===== config.mk =====
export PLATFORM = sky130hd
export DESIGN_NAME = image_generator
export DESIGN_NICKNAME = d
export VERILOG_FILES = /design/src/hdl/img_pkg.sv /design/src/hdl/region_decode.sv /design/src/hdl/glyph_render.sv /design/src/hdl/pixel_color.sv /design/src/hdl/image_generator.sv
export VERILOG_INCLUDE_DIRS = /design/src /design/src/include
export SDC_FILE = /design/constraint.sdc
export NUM_CORES = 1
export LEC_CHECK = 0
export ABC_AREA = 0
export BUFFER_PORTS_ARGS = -buffer_cell sky130_fd_sc_hd__buf_2
export CAP_MARGIN = 5
export CORE_MARGIN = 2
export CORE_UTILIZATION = 40
export DETAILED_ROUTE_END_ITERATION = 6
export HOLD_SLACK_MARGIN = 0.06
export PLACE_DENSITY = 0.73
export SYNTH_ARGS = -nofsm -noshare
export SYNTH_HDL_FRONTEND = slang
export SYNTH_SLANG_ARGS = --single-unit

===== constraint.sdc =====
create_clock -name i_clk -period 9.55 [get_ports i_clk]
set_input_delay 1.4325 -clock i_clk [delete_from_list [all_inputs] [get_ports i_clk]]
set_output_delay 1.4325 -clock i_clk [all_outputs]
set_load 0.02 [all_outputs]

===== src/include/img_cfg.svh =====
`ifndef IMG_CFG_SVH
`define IMG_CFG_SVH

// screen regions, inclusive, 1-based coordinates
`define FIRE_X0 521
`define FIRE_X1 640
`define FIRE_Y0 1
`define FIRE_Y1 120

`define WARN_X0 401
`define WARN_X1 520
`define WARN_Y0 1
`define WARN_Y1 120

// temperature tens digit
`define TENS_X0 321
`define TENS_X1 400
`define TENS_Y0 151
`define TENS_Y1 270

// temperature ones digit
`define ONES_X0 401
`define ONES_X1 480
`define ONES_Y0 151
`define ONES_Y1 270

// degree sign cell, wider than a digit
`define DEG_X0 501
`define DEG_X1 620
`define DEG_Y0 151
`define DEG_Y1 270

// glyph geometry in pixels
`define DIGIT_W 80
`define DIGIT_H 120
`define DEG_W 120
`define SEG_T 16

// 12-bit colours, r g b nibbles
`define COLOR_FG 12'hFFF
`define COLOR_FIRE 12'hF00
`define COLOR_WARN 12'hFF0
`define COLOR_BG 12'h000

`endif


===== src/hdl/img_pkg.sv =====
package img_pkg;

  typedef struct packed {
    logic [10:0] x;
    logic [9:0]  y;
  } pix_xy_t;

  // same codes as the state machine that drives the display
  typedef enum logic [2:0] {
    SHUTDOWN = 3'b100,
    MENU     = 3'b001,
    WORKING  = 3'b010
  } disp_state_e;

  typedef struct packed {
    disp_state_e state;
    logic        is_fire;
    logic        is_warning;
    logic [3:0]  tens;   // temperature digits
    logic [3:0]  ones;
  } status_t;

  typedef enum logic [2:0] {
    REG_NONE,
    REG_FIRE,
    REG_WARN,
    REG_TENS,
    REG_ONES,
    REG_DEG
  } region_e;

  typedef struct packed {
    region_e    region;
    logic [6:0] u;      // x inside the region
    logic [6:0] v;      // y inside the region
    logic [3:0] code;   // digit for TENS/ONES
  } s1_t;

  typedef struct packed {
    region_e region;
    logic    lit;
  } s2_t;

  typedef struct packed {
    logic [3:0] r;
    logic [3:0] g;
    logic [3:0] b;
  } rgb_t;

  // segment masks {a,b,c,d,e,f,g} for digits 0..9
  localparam logic [6:0] seg_table [10] = '{
    7'b1111110, 7'b0110000, 7'b1101101, 7'b1111001, 7'b0110011,
    7'b1011011, 7'b1011111, 7'b1110000, 7'b1111111, 7'b1111011
  };

endpackage


===== src/hdl/region_decode.sv =====
`timescale 1ns/1ps
`include "img_cfg.svh"

module region_decode
  import img_pkg::*;
(
  input  logic    i_clk,
  input  logic    i_rst,
  input  pix_xy_t i_pix,
  input  status_t i_status,
  output s1_t     o_s1
);

  logic [10:0] x0;       // start of the hit region
  logic [9:0]  y0;
  s1_t         s1_nxt;

  function automatic logic in_box(input pix_xy_t p, input int bx0, input int bx1,
                                  input int by0, input int by1);
    return (p.x >= bx0) && (p.x <= bx1) && (p.y >= by0) && (p.y <= by1);
  endfunction

  always_comb begin
    s1_nxt        = '0;
    s1_nxt.region = REG_NONE;
    x0            = i_pix.x;  // keeps u at 0 outside all regions
    y0            = i_pix.y;
    // only the working screen draws anything, menu renders black
    if (i_status.state == WORKING) begin
      if (i_status.is_fire && in_box(i_pix, `FIRE_X0, `FIRE_X1, `FIRE_Y0, `FIRE_Y1)) begin
        s1_nxt.region = REG_FIRE;
        x0            = 11'(`FIRE_X0);
        y0            = 10'(`FIRE_Y0);
      end else if (i_status.is_warning &&
                   in_box(i_pix, `WARN_X0, `WARN_X1, `WARN_Y0, `WARN_Y1)) begin
        s1_nxt.region = REG_WARN;
        x0            = 11'(`WARN_X0);
        y0            = 10'(`WARN_Y0);
      end else if (in_box(i_pix, `TENS_X0, `TENS_X1, `TENS_Y0, `TENS_Y1)) begin
        s1_nxt.region = REG_TENS;
        s1_nxt.code   = i_status.tens;
        x0            = 11'(`TENS_X0);
        y0            = 10'(`TENS_Y0);
      end else if (in_box(i_pix, `ONES_X0, `ONES_X1, `ONES_Y0, `ONES_Y1)) begin
        s1_nxt.region = REG_ONES;
        s1_nxt.code   = i_status.ones;
        x0            = 11'(`ONES_X0);
        y0            = 10'(`ONES_Y0);
      end else if (in_box(i_pix, `DEG_X0, `DEG_X1, `DEG_Y0, `DEG_Y1)) begin
        s1_nxt.region = REG_DEG;
        x0            = 11'(`DEG_X0);
        y0            = 10'(`DEG_Y0);
      end
    end
    s1_nxt.u = 7'(i_pix.x - x0);  // widest cell is 120, fits 7 bits
    s1_nxt.v = 7'(i_pix.y - y0);
  end

  always_ff @(posedge i_clk) begin
    o_s1 <= s1_nxt;
    if (i_rst) begin
      o_s1.region <= REG_NONE;  // payload fields keep loading
    end
  end

  // fire icon only with the flag that came in alongside the pixel
  a_fire_needs_flag: assert property (
    @(posedge i_clk) disable iff (i_rst)
    (o_s1.region == REG_FIRE) |-> $past(i_status.is_fire)
  );

endmodule


===== src/hdl/glyph_render.sv =====
`timescale 1ns/1ps
`include "img_cfg.svh"

module glyph_render
  import img_pkg::*;
(
  input  logic i_clk,
  input  logic i_rst,
  input  s1_t  i_s1,
  output s2_t  o_s2
);

  localparam int MID   = `DIGIT_H / 2;       // upper/lower bar split
  localparam int G_TOP = MID - `SEG_T / 2;   // middle bar, 52..67
  localparam int G_BOT = MID + `SEG_T / 2;
  localparam logic [6:0] DEG_MASK = 7'b1001110;  // a d e f, a "C"

  logic [6:0] right_x;    // first column of the right bars
  logic       upper;
  logic       left;
  logic       right;
  logic [6:0] seg_hit;    // {a,b,c,d,e,f,g}
  logic [6:0] mask;
  logic       full_cell;
  s2_t        s2_nxt;

  // degree cell is wider, so its right bars move out
  assign right_x = (i_s1.region == REG_DEG) ? 7'(`DEG_W - `SEG_T)
                                            : 7'(`DIGIT_W - `SEG_T);
  assign upper   = (i_s1.v < MID);
  assign left    = (i_s1.u < `SEG_T);
  assign right   = (i_s1.u >= right_x);

  assign seg_hit[6] = (i_s1.v < `SEG_T);                   // a
  assign seg_hit[5] = right && upper;                       // b
  assign seg_hit[4] = right && !upper;                      // c
  assign seg_hit[3] = (i_s1.v >= `DIGIT_H - `SEG_T);       // d
  assign seg_hit[2] = left && !upper;                       // e
  assign seg_hit[1] = left && upper;                        // f
  assign seg_hit[0] = (i_s1.v >= G_TOP) && (i_s1.v < G_BOT); // g

  always_comb begin
    mask      = '0;
    full_cell = 1'b0;
    case (i_s1.region)
      REG_TENS, REG_ONES: begin
        if (i_s1.code > 4'd9) begin
          full_cell = 1'b1;  // bad digit shows a solid block
        end else begin
          mask = seg_table[i_s1.code];
        end
      end
      REG_DEG: mask = DEG_MASK;
      REG_FIRE, REG_WARN: full_cell = 1'b1;  // flat colour icons
      default: mask = '0;
    endcase
  end

  assign s2_nxt.region = i_s1.region;
  assign s2_nxt.lit    = full_cell || (|(seg_hit & mask));

  always_ff @(posedge i_clk) begin
    if (i_rst) begin
      o_s2.region <= REG_NONE;
      o_s2.lit    <= 1'b0;
    end else begin
      o_s2 <= s2_nxt;
    end
  end

  a_none_is_dark: assert property (
    @(posedge i_clk) disable iff (i_rst)
    (o_s2.region == REG_NONE) |-> !o_s2.lit
  );

endmodule


===== src/hdl/pixel_color.sv =====
`timescale 1ns/1ps
`include "img_cfg.svh"

module pixel_color
  import img_pkg::*;
(
  input  logic i_clk,
  input  logic i_rst,
  input  s2_t  i_s2,
  output rgb_t o_rgb
);

  rgb_t rgb_nxt;

  always_comb begin
    case (i_s2.region)
      REG_FIRE: rgb_nxt = rgb_t'(`COLOR_FIRE);
      REG_WARN: rgb_nxt = rgb_t'(`COLOR_WARN);
      REG_TENS, REG_ONES, REG_DEG: begin
        // glyph strokes white on black
        rgb_nxt = i_s2.lit ? rgb_t'(`COLOR_FG) : rgb_t'(`COLOR_BG);
      end
      default: rgb_nxt = rgb_t'(`COLOR_BG);
    endcase
  end

  always_ff @(posedge i_clk) begin
    if (i_rst) begin
      o_rgb <= rgb_t'(`COLOR_BG);
    end else begin
      o_rgb <= rgb_nxt;
    end
  end

  a_black_after_rst: assert property (
    @(posedge i_clk) i_rst |=> (o_rgb == rgb_t'(`COLOR_BG))
  );

endmodule


===== src/hdl/image_generator.sv =====
`timescale 1ns/1ps

// three stage pixel pipeline, colour lands 3 clocks after the coordinate
module image_generator
  import img_pkg::*;
(
  input  logic    i_clk,
  input  logic    i_rst,
  input  pix_xy_t i_pix,
  input  status_t i_status,
  output rgb_t    o_rgb
);

  s1_t s1;   // region + local coords
  s2_t s2;   // region + lit flag

  region_decode u_region_decode (
    .i_clk    (i_clk),
    .i_rst    (i_rst),
    .i_pix    (i_pix),
    .i_status (i_status),
    .o_s1     (s1)
  );

  glyph_render u_glyph_render (
    .i_clk (i_clk),
    .i_rst (i_rst),
    .i_s1  (s1),
    .o_s2  (s2)
  );

  pixel_color u_pixel_color (
    .i_clk (i_clk),
    .i_rst (i_rst),
    .i_s2  (s2),
    .o_rgb (o_rgb)
  );

endmodule


==> results of run 1 <==
layout make-up:
| type | count | area (µm²) |
|---|---|---|
| inverters | 19 | 71.3 |
| clock buffers | 4 | 55.1 |
| fillers | 545 | 2930 |
| repair buffers | 47 | 235 |
| well taps | 72 | 90.1 |
| multi-input cells | 204 | 1510 |
| flip-flops and latches | 26 | 520 |
worst paths after layout:
check / start / endpoint / cells after the start
worst max-delay path: i_pix[14] / u_region_decode.o_s1[10] / 15
worst min-delay path: u_glyph_render.o_s2[0] / u_pixel_color.o_rgb[2] / 2
worst max register to register: u_region_decode.o_s1[18] / u_glyph_render.o_s2[0] / 10
worst min register to register: u_glyph_render.o_s2[0] / u_pixel_color.o_rgb[2] / 2
cells in the final DEF (no fill, tap or decap), types with 2 or more instances in the layout:
master / instances
buf_2: 47
dfxtp_1: 26
nor2_1: 21
inv_1: 19
ha_1: 18
o21ai_0: 15
a21oi_1: 15
nand2_1: 13
nor3_1: 9
nor2b_1: 9
xnor2_1: 7
nor4_1: 6
a21o_1: 5
a22oi_1: 5
o21a_1: 4
a211oi_1: 4
nand2b_1: 4
xor2_1: 4
clkbuf_8: 4
and2_1: 3
or3b_2: 3
o41ai_1: 2
nor3b_1: 2
or3_1: 2
a211o_1: 2
nand4_1: 2
mux2i_1: 2
nand3b_1: 2
nand4b_1: 2
o221ai_1: 2
a311oi_1: 2
a221oi_1: 2
o22ai_1: 2
o211a_1: 2
o31ai_1: 2
fa_1: 2
registers in the layout, summed over array words and instances (netlist names):
register	count
u_region_decode.o_s1	19
u_glyph_render.o_s2	4
u_pixel_color.o_rgb	3
stage by stage:
| stage | setup slack [ps] | util [%] | std cells |
|---|---|---|---|
| after floorplan | 5130 | - | 264 |
| after global placement | 4770 | 44.8 | 368 |
| after detailed placement | 4610 | 44.8 | 368 |
| after CTS | 4910 | 45.8 | 372 |
| after global routing | 4630 | 45.8 | 372 |
| final | 4920 | 45.8 | 372 |
per-layer routing:
layer  GRT usage, %  part of all wire, %  vias up
met2           30.3                   50       66
met4           5.61                  1.6        0
li1               -                    -     1052
met5              0                    0        -
met1           18.9                   44      939
met3           1.61                  3.7        7
cells by family (layout without fill, tap and decap cells):
group,Yosys count,after routing,share of synthesized area (%)
flops,26,26,23.6
compound gates,80,80,26.7
xor+xnor,11,11,4.37
fa+ha+maj,20,20,12.0
buf+inv,34,70,8.17
mux,2,2,0.908
simple gates,91,91,24.2
cells in the mapped netlist, drive strengths merged (3+ instances only):
library cell  number  share of area [%]
dfxtp             26                 24
nor2              21                3.6
inv               19                3.2
ha                18                 10
a21oi             15                3.4
o21ai             15                3.4
nand2             13                2.2
buf               12                4.4
nor2b              9                2.6
nor3               9                2.0
xnor2              7                2.8
nor4               6                1.7
a21o               5                1.7
a22oi              5                1.7
a211oi             4                1.4
nand2b             4                1.1
o21a               4                1.4
xor2               4                1.6
and2               3               0.85
clkbuf             3               0.51
o22ai              3                1.1
o31ai              3                1.6
or3b               3                1.2
or4                3                1.2
power by group through the flow:
stage | clock (W) | sequential, W | combinational [W]
global route | 0.0000747 | 0.000126 | 0.0000755
CTS | 0.0000720 | 0.000125 | 0.0000669
detailed placement | 0 | 0.000128 | 0.0000665
finish | 0.0000698 | 0.000125 | 0.0000667
floorplan | 0 | 0.000126 | 0.0000460
global placement | 0 | 0.000127 | 0.0000647
critical path: cells and delay by family:
kind / cells / cell delay [ps]
and+or+nand+nor: 6 / 1320
xor gates and xnor gates: 1 / 130
adders and majority gates: 2 / 620
buffers and inverters: 1 / 160
AOI/OAI and AO/OA: 5 / 1160
==> flow_summary.toml, run 1 <==
[setup_path]
crit_chain = "buf_2, or4b_4, nor4b_4, nor4_1, o2bb2ai_1, o31ai_4, nand2_1, ha_1, fa_1, nor2b_1, o21ai_0, a21boi_0, o21ai_0, nand2b_1, xor2_1"
crit_required_ps = 9760
cp.arrival_ps = 4840
setup.worst_path.end_class = "flip-flop"
critical_path_class = "in2reg"
r2r_setup_slack_ps = 7400
critPathLaunchType = "input port"
cpPeakStageDelay_ps = 580
slowest_stage = "or4b_4"
cp_max_fo = 11
crit_top_cell = "o21ai_0"

[synthesis]
ys_seq_area_share_pct = 23.6
ys_ff_latch = 26
syn_nets = 320
synth_edf_count = 0
syn_area_per_cell_um2 = 8.36
netlist_area_um2 = 2210
synth_cells = 264
yosysWarnings = 0
async_flop_share_pct = 0
ys_types = 66
synth-main-ff-cell = "dfxtp_1"

[finish]
syn2layout_area_growth_pct = 12.3
drive_above_1_share_pct = 21.3
layout.nets = 357
design_area_um2 = 2480
antenna_cells = 0

[global_routing]
grt_pass1_wl_um = 8100
grt_max_degree = 15
grt_pass1_vias = 1906
track_usage_pct = 16.1
antenna_found_initial = 0
overflow = 0

[clock_network]
clkTransAtPathRegs_ps = 90
clock_path_buffers = 2
ctsHoldBuffers = 0
clock_latency_ps = 270
tritoncts = "done"
cts-root-buf = "clkbuf_8"
h-tree-depth = 1
cts_setup_buffers = 0
cts_buffers = 3
cts_resized = 0
clock_sinks = 26

[power_and_ir_drop]
total_power_w = 0.000262
p_clk_share_pct = 26.6
p_leak_nw = 1.03
pwr_density_cell_nw_per_um2 = 106
p_sw_w = 0.0000759
pwr-share-seq_pct = 47.9
swShare_pct = 29.0
ir_worst_vdd_mv = 0.0513
p_int_w = 0.000186
p_comb_share_pct = 25.5

[timing]
drv_slew = 0
fin_crit_ps = 4630
post-route-period-util_pct = 48.5
setup_tns_ps = 0
setup-violations-final = 0
slew_headroom_pct = 30.3
fmax_mhz = 216
tightest_slew_ps = 1040
grt_setup_unrepaired = "no"
finClkSkew_ps = 8.98
holdWs_ps = 508
hold_viol_final = 0

[detailed_routing]
via_per_inst = 5.55
drt-initial-drc-count = 50
first_pass_iters = 4
drc = 0
num_vias = 2064
wirelength_um = 4780
antenna_left = 0
wl_per_cell_um = 12.9

[status]
status = "completed"

[placement]
dp_hpwl_um = 3910
port_buffers = 47
place_congestion = 0.920
placement.cell_area_um2 = 2420

[die]
die_height_um = 78.3
rows = 27
start_util_pct = 40.8
die_w_um = 78.3
core_area_um2 = 5410
ios = 48
dieArea_um2 = 6120

[min_path]
hp-class = "reg2reg"

[job]
max_cap_viol_count = 0
(Power assumes the default switching activity.)
==> run 2, diff against run 1 <==
Settings changed: ABC_AREA 0 to 1, PLACE_DENSITY 0.73 to 0.74.
Clock period 9.55 ns to 3.74 ns, I/O delays scaled along.
==> run 2 against run 1 <==
  * Utilization rose by 1.2 points
  * Register-to-register slack worse by 5400 ps
  * Critical path type unchanged
  * Global-route usage up 0.20 points
  * First-iteration DRC count up 54%
  * Non-clock buffer count unchanged
  * Hold slack got worse by 36 ps
  * Routed wire length up 14%
  * Total power rose to 2.9 times the previous value
  * Via count rose by 21%
  * Largest cell class unchanged
  * Synthesized area up 13%
  * Sequential cell count did not move
==> flow_summary.toml, run 2 <==
[synthesis]
netlist_top_cells_count = "nand2_1, inv_1, nor2_1"
synth_cells = 392
synth_top_area_share_pct = 20.8
yosysTopAreaCell = "dfxtp_1"
netlist_area_um2 = 2500
ys_ff_latch = 26
syn_nets = 448
ys_seq_area_share_pct = 20.8
synth.area.top_cells = "dfxtp_1, nand2_1, ha_1"
async_flop_share_pct = 0
synth_edf_count = 0
syn_area_per_cell_um2 = 6.38
yosysWarnings = 0
synth.most_common_cell = "nand2_1"
synth-main-ff-cell = "dfxtp_1"
ys_types = 42

[global_routing]
grt_max_degree = 16
antenna_found_initial = 0
overflow = 0
grt_pass1_wl_um = 9800
grt_pass1_vias = 2397
track_usage_pct = 16.3

[die]
die_height_um = 83.1
die_w_um = 83.1
start_util_pct = 41.7
core_area_um2 = 5990
ios = 48
rows = 28
dieArea_um2 = 6900

[power_and_ir_drop]
p_int_w = 0.000537
pwr_density_cell_nw_per_um2 = 274
p_comb_share_pct = 28.9
p_leak_nw = 1.49
swShare_pct = 30.5
pwr-share-seq_pct = 41.9
ir_worst_vdd_mv = 0.217
p_clk_share_pct = 29.3
p_sw_w = 0.000235

[timing]
finClkSkew_ps = 3.00
drv_slew = 0
setup-violations-final = 0
fmax_mhz = 333
slew_headroom_pct = 70.8
fin_ws_ps = 737
setup_tns_ps = 0
post-route-period-util_pct = 80.3
fin_crit_ps = 3000
tightest_slew_ps = 434
grt_setup_unrepaired = "no"
hold_viol_final = 0

[clock_network]
clkTransAtPathRegs_ps = 90
tritoncts = "done"
h-tree-depth = 1
cts_resized = 0
cts_buffers = 3
ctsHoldBuffers = 0
cts_setup_buffers = 0
clock_sinks = 26
cts-root-buf = "clkbuf_8"
clock_path_buffers = 2
clock_latency_ps = 260

[detailed_routing]
num_vias = 2497
antenna_left = 0
first_pass_iters = 4
drt-initial-drc-count = 77
wirelength_um = 5470
drc = 0
via_per_inst = 4.93
wl_per_cell_um = 10.8

[setup_path]
r2r_setup_slack_ps = 1980
cp_max_fo = 5
setup.worst_path.end_class = "flip-flop"
crit_required_ps = 3910
critical_path_class = "in2reg"
timing.rr.end = "u_glyph_render.o_s2[0]"
critPathLaunchType = "input port"
r2r_cells = 11
r2r_start = "u_region_decode.o_s1[20]"
cp.arrival_ps = 3170

[finish]
largest_register_ffs = 19
syn2layout_area_growth_pct = 12.7
final_cell_mix = "nand2_1, inv_1, buf_2"
final_common_cell = "nand2_1"
multi_input_area_um2 = 1650
seqCellArea_um2 = 520
drive_above_1_share_pct = 20.6
antenna_cells = 0
design_area_um2 = 2820
reg.largest.list = "u_region_decode.o_s1 (19), u_glyph_render.o_s2 (4), u_pixel_color.o_rgb (3)"
top_register = "u_region_decode.o_s1"
layout.nets = 489
fillers = 583

[placement]
dp_hpwl_um = 4700
place_congestion = 0.901
placement.cell_area_um2 = 2750
port_buffers = 47
dp_slack_ps = 427

[min_path]
whs_endpoint = "u_glyph_render.o_s2[2]"
hold_depth = 2
min-delay-start = "u_region_decode.o_s1[19]"
hp-class = "reg2reg"

[status]
status = "completed"

[job]
max_cap_viol_count = 0
==> run 2: cell count changes after synthesis, sizes merged, moves of 5 or more <==
cell,delta
a21o,-5
a21oi,+8
inv,+46
nand2,+90
nand3,+24
nor2,+38
nor2b,-9
nor4,-5
==> run 2: worst max-delay path by stage <==
stage,startpoint,to,slack (ps),cells past startpoint
4_1_cts,i_pix[17],u_region_decode.o_s1[17],720,21
3_5_place_dp,i_pix[17],u_region_decode.o_s1[17],430,21
3_3_place_gp,i_pix[17],u_region_decode.o_s1[17],500,21
5_1_grt,i_pix[17],u_region_decode.o_s1[10],450,21
6_report,i_pix[17],u_region_decode.o_s1[17],740,21
2_1_floorplan,i_pix[14],u_region_decode.o_s1[17],890,21
==> run 2: critical path: stages <==
cell	delay, ps
buf_2	120
inv_2	90
nand2_1	80
nor2_1	120
nand3_1	130
a21oi_1	190
nor2_2	90
nor2_4	120
nand3_2	110
nand2_2	140
nand2_1	70
ha_1	200
fa_1	410
o21ai_0	300
a21oi_1	100
inv_1	60
a21oi_1	70
inv_1	60
nand2_1	50
nand2_1	50
inv_1	30
==> run 2: final cells by class <==
cell class                 count  area share (%)
timing repair buffer          47            8.35
inverter                      65            8.66
clock buffer                   3            1.47
tap                           75            3.33
multi-input combinational    290            58.7
clock inverter                 1            1.07
sequential                    26            18.5
==> run 2: logic make-up after synthesis <==
| family | synth area share, % |
|---|---|
| adders and majority gates | 10.6 |
| and+or+nand+nor | 37.1 |
| AOI/OAI and AO/OA | 15.6 |
| xor gates and xnor gates | 2.80 |
| DFF | 20.8 |
| buffers and inverters | 13.1 |
==> run 2: metal layers <==
metal,share of wire (%),GRT usage (%),up-vias
li1,-,-,1321
met1,44,19.3,1116
met2,51,31.3,54
met3,3.5,1.49,6
met4,1.0,3.87,0
met5,0,0,-
==> run 2: power groups by stage <==
stage | Combinational (W) | Sequential, W | Clock, W
2_1_floorplan | 0.000161 | 0.000326 | 0
3_3_place_gp | 0.000220 | 0.000329 | 0
3_5_place_dp | 0.000224 | 0.000330 | 0
4_1_cts | 0.000225 | 0.000324 | 0.000228
5_1_grt | 0.000257 | 0.000328 | 0.000240
6_report | 0.000223 | 0.000323 | 0.000226
==> run 2: metrics by stage <==
step	total power, W	cells	util, %	hold WS (ps)
CTS	0.000777	507	47.0	465
global placement	0.000549	503	45.8	459
finish	0.000773	507	47.0	472
floorplan	0.000487	392	-	438
global route	0.000826	507	47.0	497
detailed placement	0.000554	503	45.8	455
